--- src/hdl/rv_decode_pkg.sv ---
/*
 * RV32I decode stage shared definitions
 * Widths, major opcodes, funct codes, immediate formats, the reset PC,
 * the instruction word views and the structs passed to execute.
 */
`default_nettype none

package rv_decode_pkg;

    // ------------------------------
    // Widths and reset state
    // ------------------------------
    localparam int XLEN       = 32;
    localparam int REG_ADDR_W = 5;
    localparam int INSTR_W    = 32;

    localparam logic [XLEN-1:0] PC_RESET_ADDR = 32'h1000_0000;

    // ------------------------------
    // Major opcodes
    // ------------------------------
    localparam logic [6:0] OPC_LUI    = 7'b0110111;
    localparam logic [6:0] OPC_AUIPC  = 7'b0010111;
    localparam logic [6:0] OPC_JAL    = 7'b1101111;
    localparam logic [6:0] OPC_JALR   = 7'b1100111;
    localparam logic [6:0] OPC_BRANCH = 7'b1100011;
    localparam logic [6:0] OPC_LOAD   = 7'b0000011;
    localparam logic [6:0] OPC_STORE  = 7'b0100011;
    localparam logic [6:0] OPC_OP_IMM = 7'b0010011;
    localparam logic [6:0] OPC_OP     = 7'b0110011;

    // ALU funct3
    localparam logic [2:0] F3_ADD_SUB = 3'b000;
    localparam logic [2:0] F3_SLL     = 3'b001;
    localparam logic [2:0] F3_SLT     = 3'b010;
    localparam logic [2:0] F3_SLTU    = 3'b011;
    localparam logic [2:0] F3_XOR     = 3'b100;
    localparam logic [2:0] F3_SR      = 3'b101;  // SRL or SRA by funct7
    localparam logic [2:0] F3_OR      = 3'b110;
    localparam logic [2:0] F3_AND     = 3'b111;

    // Branch funct3
    localparam logic [2:0] F3_BEQ  = 3'b000;
    localparam logic [2:0] F3_BNE  = 3'b001;
    localparam logic [2:0] F3_BLT  = 3'b100;
    localparam logic [2:0] F3_BGE  = 3'b101;
    localparam logic [2:0] F3_BLTU = 3'b110;
    localparam logic [2:0] F3_BGEU = 3'b111;

    // Load/store size, funct3[1:0], and the unsigned flag in funct3
    localparam logic [1:0] LS_SIZE_BYTE    = 2'b00;
    localparam logic [1:0] LS_SIZE_HALF    = 2'b01;
    localparam logic [1:0] LS_SIZE_WORD    = 2'b10;
    localparam int         LS_UNSIGNED_BIT = 2;

    // ------------------------------
    // Immediate format select
    // ------------------------------
    localparam int IMM_SEL_W = 3;

    localparam logic [IMM_SEL_W-1:0] IMM_SEL_NONE  = 3'd0;
    localparam logic [IMM_SEL_W-1:0] IMM_SEL_I     = 3'd1;
    localparam logic [IMM_SEL_W-1:0] IMM_SEL_S     = 3'd2;
    localparam logic [IMM_SEL_W-1:0] IMM_SEL_B     = 3'd3;
    localparam logic [IMM_SEL_W-1:0] IMM_SEL_U     = 3'd4;
    localparam logic [IMM_SEL_W-1:0] IMM_SEL_J     = 3'd5;
    localparam logic [IMM_SEL_W-1:0] IMM_SEL_SHAMT = 3'd6;

    // Instruction word, register and immediate layouts
    typedef union packed {
        struct packed {
            logic [6:0]            funct7;
            logic [REG_ADDR_W-1:0] rs2;
            logic [REG_ADDR_W-1:0] rs1;
            logic [2:0]            funct3;
            logic [REG_ADDR_W-1:0] rd;
            logic [6:0]            opcode;
        } r_view;
        struct packed {
            logic [11:0]           imm12;
            logic [REG_ADDR_W-1:0] rs1;
            logic [2:0]            funct3;
            logic [REG_ADDR_W-1:0] rd;
            logic [6:0]            opcode;
        } i_view;
    } instr_u;

    // Micro-op handed to execute
    typedef struct packed {
        logic alu_add, alu_sub, alu_and, alu_or, alu_xor;
        logic alu_sll, alu_srl, alu_sra, alu_slt, alu_sltu;
        logic lsu_load, lsu_store, lsu_byte, lsu_half, lsu_word, lsu_sext;
        logic cfu_beq, cfu_bne, cfu_blt, cfu_bge, cfu_bltu, cfu_bgeu;
        logic cfu_jal, cfu_jalr;
        logic wb_alu, wb_lsu, wb_npc;
        logic [REG_ADDR_W-1:0] rd;
    } uop_t;

    typedef struct packed {
        logic [XLEN-1:0] rs1_data;
        logic [XLEN-1:0] rs2_data;
        logic [XLEN-1:0] imm;
        logic [XLEN-1:0] alu_lhs;
        logic [XLEN-1:0] alu_rhs;
    } operand_t;

endpackage

`default_nettype wire

--- src/hdl/pc_tracker.sv ---
/*
 * Program counter tracking
 * Holds the PC, applies redirects and consumed instructions,
 * and signals fetch when the current word is taken.
 */
`default_nettype none

module pc_tracker (
    input  wire                              g_clk,
    input  wire                              g_resetn,
    input  wire                              instr_valid_i,  // Fetch has a word
    input  wire                              s2_ready_i,     // Execute can accept
    input  wire                              cf_valid_i,     // Redirect request
    input  wire                              cf_ack_i,       // Redirect accepted
    input  wire [rv_decode_pkg::XLEN-1:0]    cf_target_i,
    output logic                             eat_o,          // Consume pulse to fetch
    output logic [rv_decode_pkg::XLEN-1:0]   pc_o,
    output logic [rv_decode_pkg::XLEN-1:0]   npc_o
);

    import rv_decode_pkg::*;

    logic [XLEN-1:0] pc_q;
    logic            redirect;

    assign eat_o    = instr_valid_i && s2_ready_i;
    assign redirect = cf_valid_i && cf_ack_i;

    assign pc_o  = pc_q;
    assign npc_o = pc_q + XLEN'(4);  // 32-bit instructions only

    // A redirect wins over a consumed instruction on the same cycle
    always_ff @(posedge g_clk) begin
        if (!g_resetn) begin
            pc_q <= PC_RESET_ADDR;
        end else if (redirect) begin
            pc_q <= cf_target_i;
        end else if (eat_o) begin
            pc_q <= npc_o;
        end
    end

endmodule

`default_nettype wire

--- src/hdl/instr_decode.sv ---
/*
 * RV32I instruction decoder
 * Turns the opcode and funct fields into register addresses, the
 * micro-op, the immediate format and the trap flag.
 */
`default_nettype none

module instr_decode (
    input  wire rv_decode_pkg::instr_u                  instr_i,
    input  wire                                         ferr_i,      // Fetch bus error
    output logic [rv_decode_pkg::REG_ADDR_W-1:0]        rs1_addr_o,
    output logic [rv_decode_pkg::REG_ADDR_W-1:0]        rs2_addr_o,
    output rv_decode_pkg::uop_t                         uop_o,
    output logic [rv_decode_pkg::IMM_SEL_W-1:0]         imm_sel_o,
    output logic                                        alu_rhs_imm_o,
    output logic                                        trap_o
);

    import rv_decode_pkg::*;

    logic [6:0] opcode;
    logic [2:0] funct3;
    logic       alt_op;     // funct7 bit 5, SUB and SRA
    logic       is_op_reg;
    logic       known_op;
    logic       uses_rs1;
    logic       uses_rs2;

    assign opcode    = instr_i.i_view.opcode;
    assign funct3    = instr_i.i_view.funct3;
    assign alt_op    = instr_i.r_view.funct7[5];
    assign is_op_reg = (opcode == OPC_OP);

    // ------------------------------
    // Register addresses and trap
    // ------------------------------
    assign rs1_addr_o = uses_rs1 ? instr_i.i_view.rs1 : '0;  // x0 gives LUI a zero LHS
    assign rs2_addr_o = uses_rs2 ? instr_i.r_view.rs2 : '0;

    assign trap_o = ferr_i || !known_op;

    // ------------------------------
    // Micro-op decode
    // ------------------------------
    always_comb begin
        uop_o         = '0;
        uop_o.rd      = instr_i.i_view.rd;
        imm_sel_o     = IMM_SEL_NONE;
        alu_rhs_imm_o = 1'b0;
        known_op      = 1'b1;
        uses_rs1      = 1'b1;
        uses_rs2      = 1'b0;

        case (opcode)
            OPC_OP, OPC_OP_IMM: begin
                uop_o.wb_alu  = 1'b1;
                uses_rs2      = is_op_reg;
                alu_rhs_imm_o = !is_op_reg;
                imm_sel_o     = is_op_reg ? IMM_SEL_NONE : IMM_SEL_I;
                case (funct3)
                    F3_ADD_SUB: begin
                        uop_o.alu_sub = alt_op && is_op_reg;  // No SUBI
                        uop_o.alu_add = !(alt_op && is_op_reg);
                    end
                    F3_SLL: begin
                        uop_o.alu_sll = 1'b1;
                        if (!is_op_reg) begin
                            imm_sel_o = IMM_SEL_SHAMT;
                        end
                    end
                    F3_SLT:  uop_o.alu_slt  = 1'b1;
                    F3_SLTU: uop_o.alu_sltu = 1'b1;
                    F3_XOR:  uop_o.alu_xor  = 1'b1;
                    F3_SR: begin
                        uop_o.alu_sra = alt_op;
                        uop_o.alu_srl = !alt_op;
                        if (!is_op_reg) begin
                            imm_sel_o = IMM_SEL_SHAMT;
                        end
                    end
                    F3_OR:   uop_o.alu_or   = 1'b1;
                    F3_AND:  uop_o.alu_and  = 1'b1;
                endcase
            end
            OPC_LUI: begin
                uses_rs1      = 1'b0;
                uop_o.alu_or  = 1'b1;                // Zero OR immediate
                uop_o.wb_alu  = 1'b1;
                imm_sel_o     = IMM_SEL_U;
                alu_rhs_imm_o = 1'b1;
            end
            OPC_AUIPC: begin
                uses_rs1      = 1'b0;
                uop_o.alu_add = 1'b1;                // Execute supplies the PC
                uop_o.wb_alu  = 1'b1;
                imm_sel_o     = IMM_SEL_U;
                alu_rhs_imm_o = 1'b1;
            end
            OPC_JAL: begin
                uses_rs1      = 1'b0;
                uop_o.cfu_jal = 1'b1;
                uop_o.wb_npc  = 1'b1;                // Link value
                imm_sel_o     = IMM_SEL_J;
            end
            OPC_JALR: begin
                uop_o.cfu_jalr = 1'b1;
                uop_o.wb_npc   = 1'b1;
                imm_sel_o      = IMM_SEL_I;
            end
            OPC_BRANCH: begin
                uses_rs2       = 1'b1;
                uop_o.rd       = '0;
                uop_o.alu_sub  = 1'b1;               // Compare through the ALU
                uop_o.cfu_beq  = (funct3 == F3_BEQ);
                uop_o.cfu_bne  = (funct3 == F3_BNE);
                uop_o.cfu_blt  = (funct3 == F3_BLT);
                uop_o.cfu_bge  = (funct3 == F3_BGE);
                uop_o.cfu_bltu = (funct3 == F3_BLTU);
                uop_o.cfu_bgeu = (funct3 == F3_BGEU);
                imm_sel_o      = IMM_SEL_B;
            end
            OPC_LOAD: begin
                uop_o.lsu_load = 1'b1;
                uop_o.lsu_sext = !funct3[LS_UNSIGNED_BIT];
                uop_o.wb_lsu   = 1'b1;
                imm_sel_o      = IMM_SEL_I;
            end
            OPC_STORE: begin
                uses_rs2        = 1'b1;
                uop_o.rd        = '0;
                uop_o.lsu_store = 1'b1;
                imm_sel_o       = IMM_SEL_S;
            end
            default: begin
                known_op = 1'b0;
                uses_rs1 = 1'b0;
                uop_o.rd = '0;
            end
        endcase

        // Access width shared by loads and stores
        if (uop_o.lsu_load || uop_o.lsu_store) begin
            uop_o.lsu_byte = (funct3[1:0] == LS_SIZE_BYTE);
            uop_o.lsu_half = (funct3[1:0] == LS_SIZE_HALF);
            uop_o.lsu_word = (funct3[1:0] == LS_SIZE_WORD);
        end
    end

endmodule

`default_nettype wire

--- src/hdl/operand_gather.sv ---
/*
 * Operand gather
 * Builds the selected immediate and the ALU operands
 * from the register data returned by the register file.
 */
`default_nettype none

module operand_gather (
    input  wire rv_decode_pkg::instr_u                  instr_i,
    input  wire [rv_decode_pkg::IMM_SEL_W-1:0]          imm_sel_i,
    input  wire                                         alu_rhs_imm_i,
    input  wire [rv_decode_pkg::XLEN-1:0]               rs1_data_i,
    input  wire [rv_decode_pkg::XLEN-1:0]               rs2_data_i,
    output rv_decode_pkg::operand_t                     operand_o
);

    import rv_decode_pkg::*;

    logic [XLEN-1:0] imm_i;
    logic [XLEN-1:0] imm_s;
    logic [XLEN-1:0] imm_b;
    logic [XLEN-1:0] imm_u;
    logic [XLEN-1:0] imm_j;
    logic [XLEN-1:0] imm_shamt;
    logic [XLEN-1:0] imm;

    // ------------------------------
    // Immediate formats
    // ------------------------------
    assign imm_i = {{(XLEN-12){instr_i.i_view.imm12[11]}}, instr_i.i_view.imm12};

    assign imm_s = {{(XLEN-12){instr_i.r_view.funct7[6]}},
                    instr_i.r_view.funct7, instr_i.r_view.rd};

    assign imm_b = {{(XLEN-12){instr_i.r_view.funct7[6]}},
                    instr_i.r_view.rd[0], instr_i.r_view.funct7[5:0],
                    instr_i.r_view.rd[4:1], 1'b0};

    assign imm_u = {instr_i.r_view.funct7, instr_i.r_view.rs2, instr_i.r_view.rs1,
                    instr_i.r_view.funct3, 12'b0};

    // instr[19:12], instr[20], instr[30:21]
    assign imm_j = {{(XLEN-20){instr_i.r_view.funct7[6]}},
                    instr_i.r_view.rs1, instr_i.r_view.funct3,
                    instr_i.r_view.rs2[0], instr_i.r_view.funct7[5:0],
                    instr_i.r_view.rs2[4:1], 1'b0};

    assign imm_shamt = {{(XLEN-REG_ADDR_W){1'b0}}, instr_i.r_view.rs2};  // Zero extended

    always_comb begin
        case (imm_sel_i)
            IMM_SEL_I:     imm = imm_i;
            IMM_SEL_S:     imm = imm_s;
            IMM_SEL_B:     imm = imm_b;
            IMM_SEL_U:     imm = imm_u;
            IMM_SEL_J:     imm = imm_j;
            IMM_SEL_SHAMT: imm = imm_shamt;
            default:       imm = '0;  // IMM_SEL_NONE
        endcase
    end

    // ------------------------------
    // ALU operands
    // ------------------------------
    assign operand_o.rs1_data = rs1_data_i;
    assign operand_o.rs2_data = rs2_data_i;
    assign operand_o.imm      = imm;
    assign operand_o.alu_lhs  = rs1_data_i;
    assign operand_o.alu_rhs  = alu_rhs_imm_i ? imm : rs2_data_i;

endmodule

`default_nettype wire

--- src/hdl/decode_stage.sv ---
/*
 * RV32I decode and operand gather stage
 * Connects PC tracking, instruction decode and operand gather
 * between fetch, the register file and execute.
 */
`default_nettype none

module decode_stage (
    input  wire                                       g_clk,
    input  wire                                       g_resetn,
    input  wire                                       instr_valid_i,
    input  wire [rv_decode_pkg::INSTR_W-1:0]          instr_i,
    input  wire                                       ferr_i,
    output logic                                      eat_o,
    input  wire                                       s2_ready_i,
    output logic                                      s2_valid_o,
    input  wire                                       cf_valid_i,
    input  wire                                       cf_ack_i,
    input  wire [rv_decode_pkg::XLEN-1:0]             cf_target_i,
    output logic [rv_decode_pkg::REG_ADDR_W-1:0]      rs1_addr_o,
    input  wire [rv_decode_pkg::XLEN-1:0]             rs1_data_i,
    output logic [rv_decode_pkg::REG_ADDR_W-1:0]      rs2_addr_o,
    input  wire [rv_decode_pkg::XLEN-1:0]             rs2_data_i,
    output rv_decode_pkg::uop_t                       uop_o,
    output rv_decode_pkg::operand_t                   operand_o,
    output logic [rv_decode_pkg::XLEN-1:0]            pc_o,
    output logic [rv_decode_pkg::XLEN-1:0]            npc_o,
    output logic                                      trap_o
);

    import rv_decode_pkg::*;

    instr_u                 instr_w;      // Fetched word seen through its views
    logic [IMM_SEL_W-1:0]   imm_sel;
    logic                   alu_rhs_imm;

    assign instr_w    = instr_i;
    assign s2_valid_o = instr_valid_i;    // Single item, no buffering

    pc_tracker u_pc_tracker (
        .g_clk         (g_clk),
        .g_resetn      (g_resetn),
        .instr_valid_i (instr_valid_i),
        .s2_ready_i    (s2_ready_i),
        .cf_valid_i    (cf_valid_i),
        .cf_ack_i      (cf_ack_i),
        .cf_target_i   (cf_target_i),
        .eat_o         (eat_o),
        .pc_o          (pc_o),
        .npc_o         (npc_o)
    );

    instr_decode u_instr_decode (
        .instr_i       (instr_w),
        .ferr_i        (ferr_i),
        .rs1_addr_o    (rs1_addr_o),
        .rs2_addr_o    (rs2_addr_o),
        .uop_o         (uop_o),
        .imm_sel_o     (imm_sel),
        .alu_rhs_imm_o (alu_rhs_imm),
        .trap_o        (trap_o)
    );

    operand_gather u_operand_gather (
        .instr_i       (instr_w),
        .imm_sel_i     (imm_sel),
        .alu_rhs_imm_i (alu_rhs_imm),
        .rs1_data_i    (rs1_data_i),
        .rs2_data_i    (rs2_data_i),
        .operand_o     (operand_o)
    );

endmodule

`default_nettype wire

--- config.mk ---
export PLATFORM = sky130hd
export DESIGN_NAME = decode_stage
export DESIGN_NICKNAME = d
export VERILOG_FILES = /design/src/hdl/rv_decode_pkg.sv /design/src/hdl/pc_tracker.sv /design/src/hdl/instr_decode.sv /design/src/hdl/operand_gather.sv /design/src/hdl/decode_stage.sv
export SDC_FILE = /design/constraint.sdc
export NUM_CORES = 1
export LEC_CHECK = 0
export BUFFER_PORTS_ARGS = -buffer_cell sky130_fd_sc_hd__buf_2
export CAP_MARGIN = 20
export CORE_AREA = 2 2 155 157
export DETAILED_ROUTE_END_ITERATION = 8
export DIE_AREA = 0 0 157 159
export GPL_ROUTABILITY_DRIVEN = 0
export PLACE_DENSITY = 0.54
export SLEW_MARGIN = 0
export SYNTH_ARGS = -nofsm -noshare
export SYNTH_HDL_FRONTEND = slang
export SYNTH_SLANG_ARGS = --single-unit
--- constraint.sdc ---
create_clock -name g_clk -period 2.7 [get_ports g_clk]
set_clock_uncertainty 0.05 [all_clocks]
set_input_delay 0.27 -clock g_clk [delete_from_list [all_inputs] [get_ports g_clk]]
set_output_delay 0.27 -clock g_clk [all_outputs]
set_load 0.05 [all_outputs]
### Yosys cells after proc, flatten, opt, wreduce, memory -nomap -nowiden

Cells that the tools add are included.

* bits in registers: 32
* bits in writable memories: 0
* memories kept: 0
* input port bits: 135
* bits in read-only memories: 0
* bits in latches: 0

* order comparisons: 0
* muxes and demuxes: 37
* multiply operators: 0
* reductions and logical operators: 23
* equal/unequal tests: 24
* bitwise operators: 0
* add/subtract/negate cells: 1
* div/mod/pow operators: 0
* shifts and indexed selects: 0

Operator list (count)
* $pmux 32 s6: 1
* $mux 32: 3
* $add 32x3->32 const B: 1
* $eq 3x3->1 const B: 7
* $eq 7x6->1 const B: 3
* $eq 7x7->1 const B: 3
* $pmux 3 s6: 1
* $mux 1: 17
* $mux 5: 3
* $eq 7x5->1 const B: 2
* $eq 3x2->1 const B: 4
* $mux 6: 2
* $reduce_or 2->1: 6
* $pmux 1 s2: 5
* $mux 3: 3
* $reduce_or 9->1: 1
* $eq 7x2->1 const B: 1
* $reduce_or 7->1: 1
* $eq 3x1->1 const B: 2
* $reduce_or 6->1: 1
* $logic_not 1->1: 5
* $mux 2: 2
* $reduce_or 4->1: 1
* $logic_and 1x1->1: 3
* other kinds (6): 7

### Depth between registers and ports, before layout

Gate-level depths: netlist of run 1.

* depth in word-level cells: 8
* mapped depth: 6

### By module

A second synthesis of run 1 with hierarchy kept.

* cell total of the unflattened synthesis: 648
* area, all modules: 4565.6 um^2

By module, submodules not included
* pc_tracker: cells an instance 310, area an instance 2377.3 um^2, times used 1
* operand_gather: cells an instance 244, area an instance 1595.3 um^2, times used 1
* instr_decode: cells an instance 93, area an instance 585.6 um^2, times used 1
* decode_stage: cells an instance 1, area an instance 7.5 um^2, times used 1

### Worst setup path after synthesis of run 1

Ideal clock, no wire load.

* path kind: input -> output
* start point: in instr_i[5] (netlist bit)
* end point: out operand_o[64] (netlist bit)
* arrival time: 2.922 ns
* cell stages on the path: 4
* path buffers: 1
* slack: -0.542 ns
* required time: 2.380 ns
* cell sequence: clkbuf_1 inv_1 nor4_1 a32o_1

RTL lines
* start, declared: line decode_stage.sv:12 `input wire [rv_decode_pkg::INSTR_W-1:0] instr_i,`
* end, declared: line decode_stage.sv:25 `output rv_decode_pkg::operand_t operand_o,`

### Worst setup path in the final report of run 1

* start point: reg u_pc_tracker.pc_q[15] (netlist: u_pc_tracker.pc_o[15])
* end point: out npc_o[27] (netlist bit)

* longest elaborated chain between the ends: 1

RTL lines
* start, declared: line pc_tracker.sv:23 `logic [XLEN-1:0] pc_q;`
* start signal, assigned: line pc_tracker.sv:37 `pc_q <= cf_target_i;`
* start signal, assigned: line pc_tracker.sv:39 `pc_q <= npc_o;`
* $add 32x3->32: line pc_tracker.sv:30 `assign npc_o = pc_q + XLEN'(4);`
* end, declared: line decode_stage.sv:27 `output logic [rv_decode_pkg::XLEN-1:0] npc_o,`

No other way between the ends.

==> results of run 1 <==
==> per-stage QoR <==
| stage | std cells | TNS (ns) | util (%) | setup slack (ns) |
|---|---|---|---|---|
| floorplan | 646 | -0.00998 | - | -0.00998 |
| CTS | 1170 | 0 | 25.4 | 0.0279 |
| detailed placement | 1163 | 0 | 24.8 | 0.170 |
| global route | 1172 | 0 | 25.5 | 0.00858 |
| global placement | 1163 | 0 | 24.8 | 0.187 |
| finish | 1172 | 0 | 25.5 | 0.0904 |
==> per-layer routing <==
layer / share of wire (%) / routed length, um / vias to the layer above / track usage (%)
li1: - / - / 2594 / -
met1: 38 / 8690 / 2548 / 19.8
met2: 50 / 11400 / 317 / 30.5
met3: 8.5 / 1940 / 32 / 4.08
met4: 3.1 / 704 / 2 / 6.46
met5: 0.057 / 13 / - / 0
==> layout make-up <==
class,count,area (um2),area share (%)
diodes,2,5.00,0.0845
well taps,319,399,6.74
clock buffers,6,129,2.18
multi-input cells,463,2860,48.2
repair buffers,342,1840,31.1
clock inverters,1,5.00,0.0845
flip-flops and latches,32,662,11.2
inverters,7,26.3,0.444
==> placed cells by master, fill, tap and decap left out, types with 14 or more instances in the layout <==
cell / count
nand2_1: 75
nor3_1: 18
and2_1: 20
buf_4: 33
o21ai_0: 30
buf_2: 306
xnor2_1: 18
or3_1: 15
a31oi_1: 14
nand3_1: 22
dfxtp_1: 15
a21oi_1: 33
nand4_1: 20
dfxtp_2: 17
nor2_1: 56
==> power breakdown <==
part           internal, W  switching (W)  total (W)
logic             0.000258       0.000764    0.00102
registers         0.000510      0.0000704   0.000581
clock network     0.000335       0.000216   0.000551
total              0.00110        0.00105    0.00215
==> worst max-delay path: stages, from the launching register on <==
cell and delay (ns):
dfxtp_2 0.42, nand3_2 0.16, or4_4 0.62, or3_1 0.45, xnor2_4 0.14, buf_4 0.21
==> cells by family after synthesis <==
logic type               count (synthesis)
AO/OA/AOI/OAI                          128
XOR/XNOR                                38
adder cells (fa/ha/maj)                  1
buffers and inverters                  151
flip-flops                              32
multiplexers                             5
AND/OR/NAND/NOR                        291
==> path summary, 6_finish.rpt <==
kind,startpoint,to,slack (ns),cells after the start
hold reg to reg,u_pc_tracker.pc_o[1]$_SDFFE_PN0P_,u_pc_tracker.pc_o[1]$_SDFFE_PN0P_,0.41,2
hold / removal,cf_target_i[0],u_pc_tracker.pc_o[0]$_SDFFE_PN0P_,0.18,3
setup / recovery,u_pc_tracker.pc_o[15]$_SDFFE_PN0P_,npc_o[27],0.09,5
setup reg to reg,u_pc_tracker.pc_o[15]$_SDFFE_PN0P_,u_pc_tracker.pc_o[22]$_SDFFE_PN0P_,0.59,5
==> what timing repair did <==
action,in CTS,in global routing
pin swaps,0,0
endpoints found under the setup margin,3,6
gates resized for setup,2,3
==> results.sh, run 1 <==
export IMPL_status="complete, no violations"
export IMPL_maxCapViolCount=0
export IMPL_synthFlopType="dfxtp_1"
export IMPL_setup_viol=0
export IMPL_grt_max_degree=34
export IMPL_drt_vias_per_instance=4.69
export IMPL_ant_nets=0
export IMPL_cts_setup_buffers=0
export IMPL_synth_xor_area_share_pct=7.75
export IMPL_fmax_mhz=383
export IMPL_syn2layout_area_growth_pct=37.9
export IMPL_cts_made_buffers=5
export IMPL_largest_reg_flops=32
export IMPL_async_flop_share_pct=0
export IMPL_dieArea_um2=25000
export IMPL_postSynthCellCount=646
export IMPL_fin_hold_ws_ns=0.180
export IMPL_post_drt_wl_per_cell_um=19.4
export IMPL_synth_common_cells="buf_4 (100), nand2_1 (76), nor2_1 (56), o21ai_0 (35), a21oi_1 (33)"
export IMPL_peakVddDrop_uv=231
export IMPL_clk_pin_slew_ns=0.06
export IMPL_wirelength_um=22800
export IMPL_worstMarginPinSlew_ns=0.837
export IMPL_grt_setup_unrepaired="false"
export IMPL_synth_top_family_by_area="simple AND/OR/NAND/NOR gates"
export IMPL_core_area_um2=23200
export IMPL_synth_mux_area_share_pct=1.28
export IMPL_period_minus_slack_ns=2.61
export IMPL_root_buffer="clkbuf_16"
export IMPL_yosysMostFrequentCell="buf_4"
export IMPL_total_power_w=0.00215
export IMPL_syn_num_nets=782
export IMPL_htree_levels=2
export IMPL_cts_sinks=32
export IMPL_hold_buffers=0
export IMPL_synthSimpleGateAreaFrac_pct=34.9
export IMPL_power_density_nw_per_um2=364
export IMPL_placed_area_um2=5760
export IMPL_die_w_um=157
export IMPL_rows=56
export IMPL_fp_dieH_um=159
export IMPL_num_io_pins=404
export IMPL_fin_area_um2=5920
export IMPL_cp_end_kind="output pin"
export IMPL_max_clock_path_buffers=2
export IMPL_synth_compound_area_share_pct=18.6
export IMPL_num_nets_final=987
export IMPL_track_usage_pct=17.2
export IMPL_fill_cells=2649
export IMPL_gr_total_overflow=0
export IMPL_cts_tree="built"
export IMPL_synth_fa_ha_area_share_pct=0.291
export IMPL_drc_errors=0
export IMPL_drt_iter0_drc=319
export IMPL_first_global_vias=5024
export IMPL_netlist_area_um2=4300
export IMPL_power_leakage_nw=2.85
export IMPL_layout_drive_gt1_share_pct=46.7
export IMPL_synth_area_leaders="buf_4 (17%), dfxtp_1 (15%), nand2_1 (6.6%)"
export IMPL_cp_max_fo=9
export IMPL_synth_top_cell_area_share_pct=17.5
export IMPL_drv_slew=0
export IMPL_arrival_ns=2.29
export IMPL_vias=5493
export IMPL_min_period_over_period_pct=96.7
export IMPL_synth_seq_cells=32
export IMPL_hold_class="input port to flip-flop"
export IMPL_synth_edff_count=0
export IMPL_ys_seq_area_share_pct=14.9
export IMPL_avgSynthCellArea_um2=6.65
export IMPL_hold_viol_final=0
export IMPL_start_kind="flip-flop"
export IMPL_initial_utilization_pct=18.5
export IMPL_antenna_found_initial=4
export IMPL_clock_latency_ns=0.28
export IMPL_path_class="flip-flop to output pin"
export IMPL_first_pass_iters=4
export IMPL_synth_distinct_cells=56
export IMPL_synth_largest_area_cell="buf_4"
export IMPL_critPathRequiredTime_ns=2.38
export IMPL_grt_first_pass_wirelength_um=32700
export IMPL_ys_warn_count=0
export IMPL_slew_headroom_pct=44.1
export IMPL_io_buffers=307
export IMPL_hpwlAfterDp_um=19100
No activity file was read; power rests on OpenSTA's default activity.
==> run 2: changes to the inputs <==
==> constraint.sdc (replaced) <==
create_clock -name g_clk -period 2.7 [get_ports g_clk]
set_clock_uncertainty 0.05 [all_clocks]
set_input_delay 0.135 -clock g_clk [delete_from_list [all_inputs] [get_ports g_clk]]
set_output_delay 0.135 -clock g_clk [all_outputs]
set_load 0.05 [all_outputs]
==> results.sh, run 2 (synthesized netlist as in run 1, its figures left out) <==
export IMPL_status="complete, no violations"
export IMPL_period_minus_slack_ns=2.59
export IMPL_peakVddDrop_uv=246
export IMPL_ant_nets=0
export IMPL_arrival_ns=2.40
export IMPL_vias=5461
export IMPL_hpwlAfterDp_um=19000
export IMPL_hold_viol_final=0
export IMPL_fmax_mhz=386
export IMPL_drv_slew=0
export IMPL_num_nets_final=982
export IMPL_io_buffers=307
export IMPL_cp_end_kind="output pin"
export IMPL_crit_buf_inv=1
export IMPL_die_w_um=157
export IMPL_cp_max_fo=8
export IMPL_fin_hold_ws_ns=0.0365
export IMPL_cts_made_buffers=5
export IMPL_drc_errors=0
export IMPL_antenna_found_initial=4
export IMPL_max_clock_path_buffers=2
export IMPL_fp_dieH_um=159
export IMPL_min_period_over_period_pct=95.9
export IMPL_grt_first_pass_wirelength_um=32500
export IMPL_cts_sinks=32
export IMPL_htree_levels=2
export IMPL_core_area_um2=23200
export IMPL_clock_latency_ns=0.28
export IMPL_worstMarginPinSlew_ns=0.825
export IMPL_reg2reg_depth=5
export IMPL_syn2layout_area_growth_pct=36.1
export IMPL_layout_drive_gt1_share_pct=44.9
export IMPL_layout_commonest_cell="buf_2"
export IMPL_min_path_cells=3
export IMPL_hold_class="input port to flip-flop"
export IMPL_root_buffer="clkbuf_16"
export IMPL_power_leakage_nw=2.78
export IMPL_largest_reg_flops=32
export IMPL_cts_tree="built"
export IMPL_final_cell_mix="buf_2 (307), nand2_1 (76), nor2_1 (56), o21ai_0 (34), a21oi_1 (33)"
export IMPL_gr_total_overflow=0
export IMPL_crit_family="simple AND/OR/NAND/NOR gates"
export IMPL_path_depth=5
export IMPL_track_usage_pct=17.0
export IMPL_critPathSlowestCell="or4_1"
export IMPL_drt_vias_per_instance=4.67
export IMPL_slew_headroom_pct=44.9
export IMPL_dieArea_um2=25000
export IMPL_first_pass_iters=5
export IMPL_first_global_vias=5110
export IMPL_maxCapViolCount=0
export IMPL_num_io_pins=404
export IMPL_start_kind="flip-flop"
export IMPL_setup_viol=0
export IMPL_worstReg2RegStart="u_pc_tracker.pc_o[16]$_SDFFE_PN0P_"
export IMPL_rows=56
export IMPL_power_density_nw_per_um2=395
export IMPL_grt_max_degree=63
export IMPL_critPathMaxStageDelay_ns=0.69
export IMPL_worstHoldStart="cf_target_i[0]"
export IMPL_crit_chain="nand3_1 -> or4_1 -> or3_1 -> xnor2_2 -> buf_2"
export IMPL_drt_iter0_drc=235
export IMPL_critPathRequiredTime_ns=2.52
export IMPL_path_class="flip-flop to output pin"
export IMPL_startpoint="u_pc_tracker.pc_o[16]$_SDFFE_PN0P_"
export IMPL_initial_utilization_pct=18.5
export IMPL_tns_ns=0
export IMPL_post_drt_wl_per_cell_um=19.3
export IMPL_wirelength_um=22600
export IMPL_clk_pin_slew_ns=0.06
[run 2: changes by cell type in the layout (fill, tap and decap cells not counted), sizes merged]
cell    change
clkbuf      +1
diode       +1
clkinv      -1
bufinv      +1
buf         -5
[run 2: final timing paths]
check / end / slack [ns]
worst max-delay path: npc_o[27] / 0.11
worst min-delay path: u_pc_tracker.pc_o[0]$_SDFFE_PN0P_ / 0.04
worst max register to register: u_pc_tracker.pc_o[22]$_SDFFE_PN0P_ / 0.47
worst min register to register: u_pc_tracker.pc_o[0]$_SDFFE_PN0P_ / 0.42
[run 2: metrics by stage]
stage	cells	area (um2)	power [W]	setup slack, ns	util [%]
CTS	1164	5800	0.00232	0.0514	25.0
floorplan	646	4370	0.00157	-0.0104	-
global route	1169	5850	0.00239	-0.000781	25.2
detailed placement	1156	5610	0.00161	0.282	24.2
global placement	1156	5610	0.00161	0.238	24.2
finish	1169	5850	0.00231	0.111	25.2
[run 2: layout make-up]
cell class / count / area (um2)
Sequential cell: 32 / 654
Inverter: 7 / 26.3
Antenna cell: 3 / 7.51
Fill cell: 2673 / 17300
Clock inverter: 1 / 30.0
Tap cell: 319 / 399
Clock buffer: 7 / 153
Multi-Input combinational cell: 463 / 2790
Timing Repair Buffer: 337 / 1790
[run 2: timing repair]
action | 4_1_cts | 5_1_grt
hold buffers | 0 | 0
buffers inserted | 0 | 2
setup endpoints to repair | 0 | 7
gates resized for setup | 0 | 5
endpoints found under the hold margin | 0 | 0
[run 2: metal layers]
metal  share of wire (%)  vias up  GRT usage (%)
met2                  49      311           29.1
met1                  40     2529           20.1
met5               0.031        -              0
met4                 2.7        2           5.88
met3                 9.1       28           4.79
li1                    -     2591              -
[run 2: power by group]
part | total, W | leakage, nW | switching (W) | internal [W]
Sequential | 0.000577 | 0.268 | 0.0000681 | 0.000509
Clock | 0.000707 | 0.0901 | 0.000221 | 0.000486
Combinational | 0.00102 | 2.42 | 0.000775 | 0.000250
Total | 0.00231 | 2.78 | 0.00106 | 0.00124
[run 2: worst reg2reg max path: stages (launching register included)]
cell and delay, ns:
dfxtp_2 0.39, nand3_1 0.22, or4_1 0.69, buf_4 0.21, or3_1 0.34, a311oi_1 0.25
==> run 3: changes to the inputs <==
SETUP_SLACK_MARGIN = 0.4   (was default)
==> results.sh, run 3 (synthesized netlist as in run 1, its figures left out) <==
export IMPL_layout_drive_gt1_share_pct=52.3
export IMPL_hold_viol_final=0
export IMPL_root_buffer="clkbuf_16"
export IMPL_num_io_pins=404
export IMPL_num_nets_final=990
export IMPL_post_route_util_pct=27.1
export IMPL_period_minus_slack_ns=2.30
export IMPL_maxCapViolCount=0
export IMPL_grt_setup_unrepaired="true"
export IMPL_final_cell_mix="buf_2 (302), nand2_1 (74), nor2_1 (55), buf_4 (37), o21ai_0 (30)"
export IMPL_clock_latency_ns=0.29
export IMPL_r2r_slack_ns=0.75
export IMPL_wirelength_um=23000
export IMPL_status="complete, no violations"
export IMPL_syn2layout_area_growth_pct=46.2
export IMPL_routed_wl_met3_um=1950
export IMPL_critPathRequiredTime_ns=2.52
export IMPL_ant_nets=0
export IMPL_rows=56
export IMPL_worstReg2RegStart="u_pc_tracker.pc_o[13]$_SDFFE_PN0P_"
export IMPL_fmax_mhz=434
export IMPL_cp_max_fo=7
export IMPL_hpwlAfterDp_um=19300
export IMPL_path_class="flip-flop to output pin"
export IMPL_io_buffers=307
export IMPL_initial_utilization_pct=18.5
export IMPL_cp_end_kind="output pin"
export IMPL_worstMarginPinSlew_ns=0.797
export IMPL_die_w_um=157
export IMPL_cts_tree="built"
export IMPL_post_drt_wl_per_cell_um=19.5
export IMPL_min_path_cells=3
export IMPL_track_usage_pct=17.7
export IMPL_clk_pin_slew_ns=0.06
export IMPL_drt_iter0_drc=330
export IMPL_max_clock_path_buffers=2
export IMPL_hold_class="input port to flip-flop"
export IMPL_arrival_ns=2.12
export IMPL_worstHoldEndpoint="u_pc_tracker.pc_o[1]$_SDFFE_PN0P_"
export IMPL_reg2reg_to="u_pc_tracker.pc_o[24]$_SDFFE_PN0P_"
export IMPL_fp_dieH_um=159
export IMPL_topRoutingLayerUsed="met5"
export IMPL_layout_commonest_cell="buf_2"
export IMPL_core_area_um2=23200
export IMPL_grt_first_pass_wirelength_um=33800
export IMPL_power_leakage_nw=2.99
export IMPL_start_kind="flip-flop"
export IMPL_first_global_vias=5319
export IMPL_largest_reg_flops=32
export IMPL_drt_vias_per_instance=4.76
export IMPL_reg2reg_depth=5
export IMPL_peakVddDrop_uv=219
export IMPL_setup_viol=0
export IMPL_cts_made_buffers=5
export IMPL_met1_length_um=8880
export IMPL_vias=5601
export IMPL_antenna_found_initial=5
export IMPL_first_pass_iters=6
export IMPL_cts_sinks=32
export IMPL_tns_ns=0
export IMPL_worstHoldStart="cf_target_i[1]"
export IMPL_drv_slew=0
export IMPL_wl_met2_um=11300
export IMPL_power_density_nw_per_um2=371
export IMPL_min_period_over_period_pct=85.3
export IMPL_slew_headroom_pct=46.4
export IMPL_gr_total_overflow=0
export IMPL_grt_max_degree=43
export IMPL_dieArea_um2=25000
export IMPL_htree_levels=2
export IMPL_drc_errors=0
export IMPL_hold_buffers=0
run 3: changes by cell type in the layout (fill, tap and decap cells not counted), sizes merged:
cell | previous run | this run
clkinvlp | 0 | 1
buf | 337 | 344
clkbuf | 7 | 6
clkinv | 1 | 2
diode | 3 | 2
run 3: power by group:
group	switching [W]	internal [W]	total, W
registers	0.0000691	0.000504	0.000573
logic	0.000790	0.000283	0.00107
clock network	0.000248	0.000434	0.000682
total	0.00111	0.00122	0.00233
run 3: how the worst max path moves through the flow:
stage	startpoint	to	slack (ns)	depth (start not counted)
2_1_floorplan	u_pc_tracker.pc_o[18]$_SDFFE_PN0P_	npc_o[27]	0.18	6
3_3_place_gp	u_pc_tracker.pc_o[8]$_SDFFE_PN0P_	npc_o[27]	0.35	5
3_5_place_dp	u_pc_tracker.pc_o[8]$_SDFFE_PN0P_	npc_o[27]	0.32	5
4_1_cts	u_pc_tracker.pc_o[13]$_SDFFE_PN0P_	npc_o[31]	0.28	6
5_1_grt	u_pc_tracker.pc_o[10]$_SDFFE_PN0P_	npc_o[29]	0.34	6
6_report	u_pc_tracker.pc_o[13]$_SDFFE_PN0P_	npc_o[29]	0.40	6
run 3: final cells by class:
type	count	area (um2)
antenna	2	5.00
clock buffer	5	125
clock inverter	3	42.5
fill	2641	16900
inverter	7	26.3
multi-input combinational	463	3120
sequential	32	709
tap	319	399
timing repair buffer	345	1850
run 3: worst max-delay path: stages (launching register included):
cell	delay, ns
dfxtp_4	0.40
nand4_4	0.09
or4_4	0.58
buf_6	0.16
nor4_4	0.24
xor2_4	0.16
buf_4	0.21
run 3: what timing repair did:
action                                  CTS  global route
setup buffers                            14             0
hold endpoints to repair                  0             0
endpoints found under the setup margin    8            33
gates cloned                              0             0
pin swaps                                 3             2
resized for setup                        22            12
run 3: stage by stage:
step                      hold WS, ns  cell area, um2  instances  total power [W]  worst slack (ns)
after floorplan                 0.221            4700        646          0.00161             0.176
after global placement          0.221            5890       1152          0.00163             0.354
after detailed placement        0.221            5890       1152          0.00163             0.320
after CTS                      0.0484            6230       1174          0.00233             0.283
after global routing           0.0533            6280       1175          0.00242             0.335
final                          0.0468            6280       1176          0.00233             0.397
run 3: layer usage:
layer,vias up,global-route usage [%]
met5,-,0
met4,2,6.59
met3,43,3.57
met2,334,30.5
met1,2616,21.5
li1,2606,-
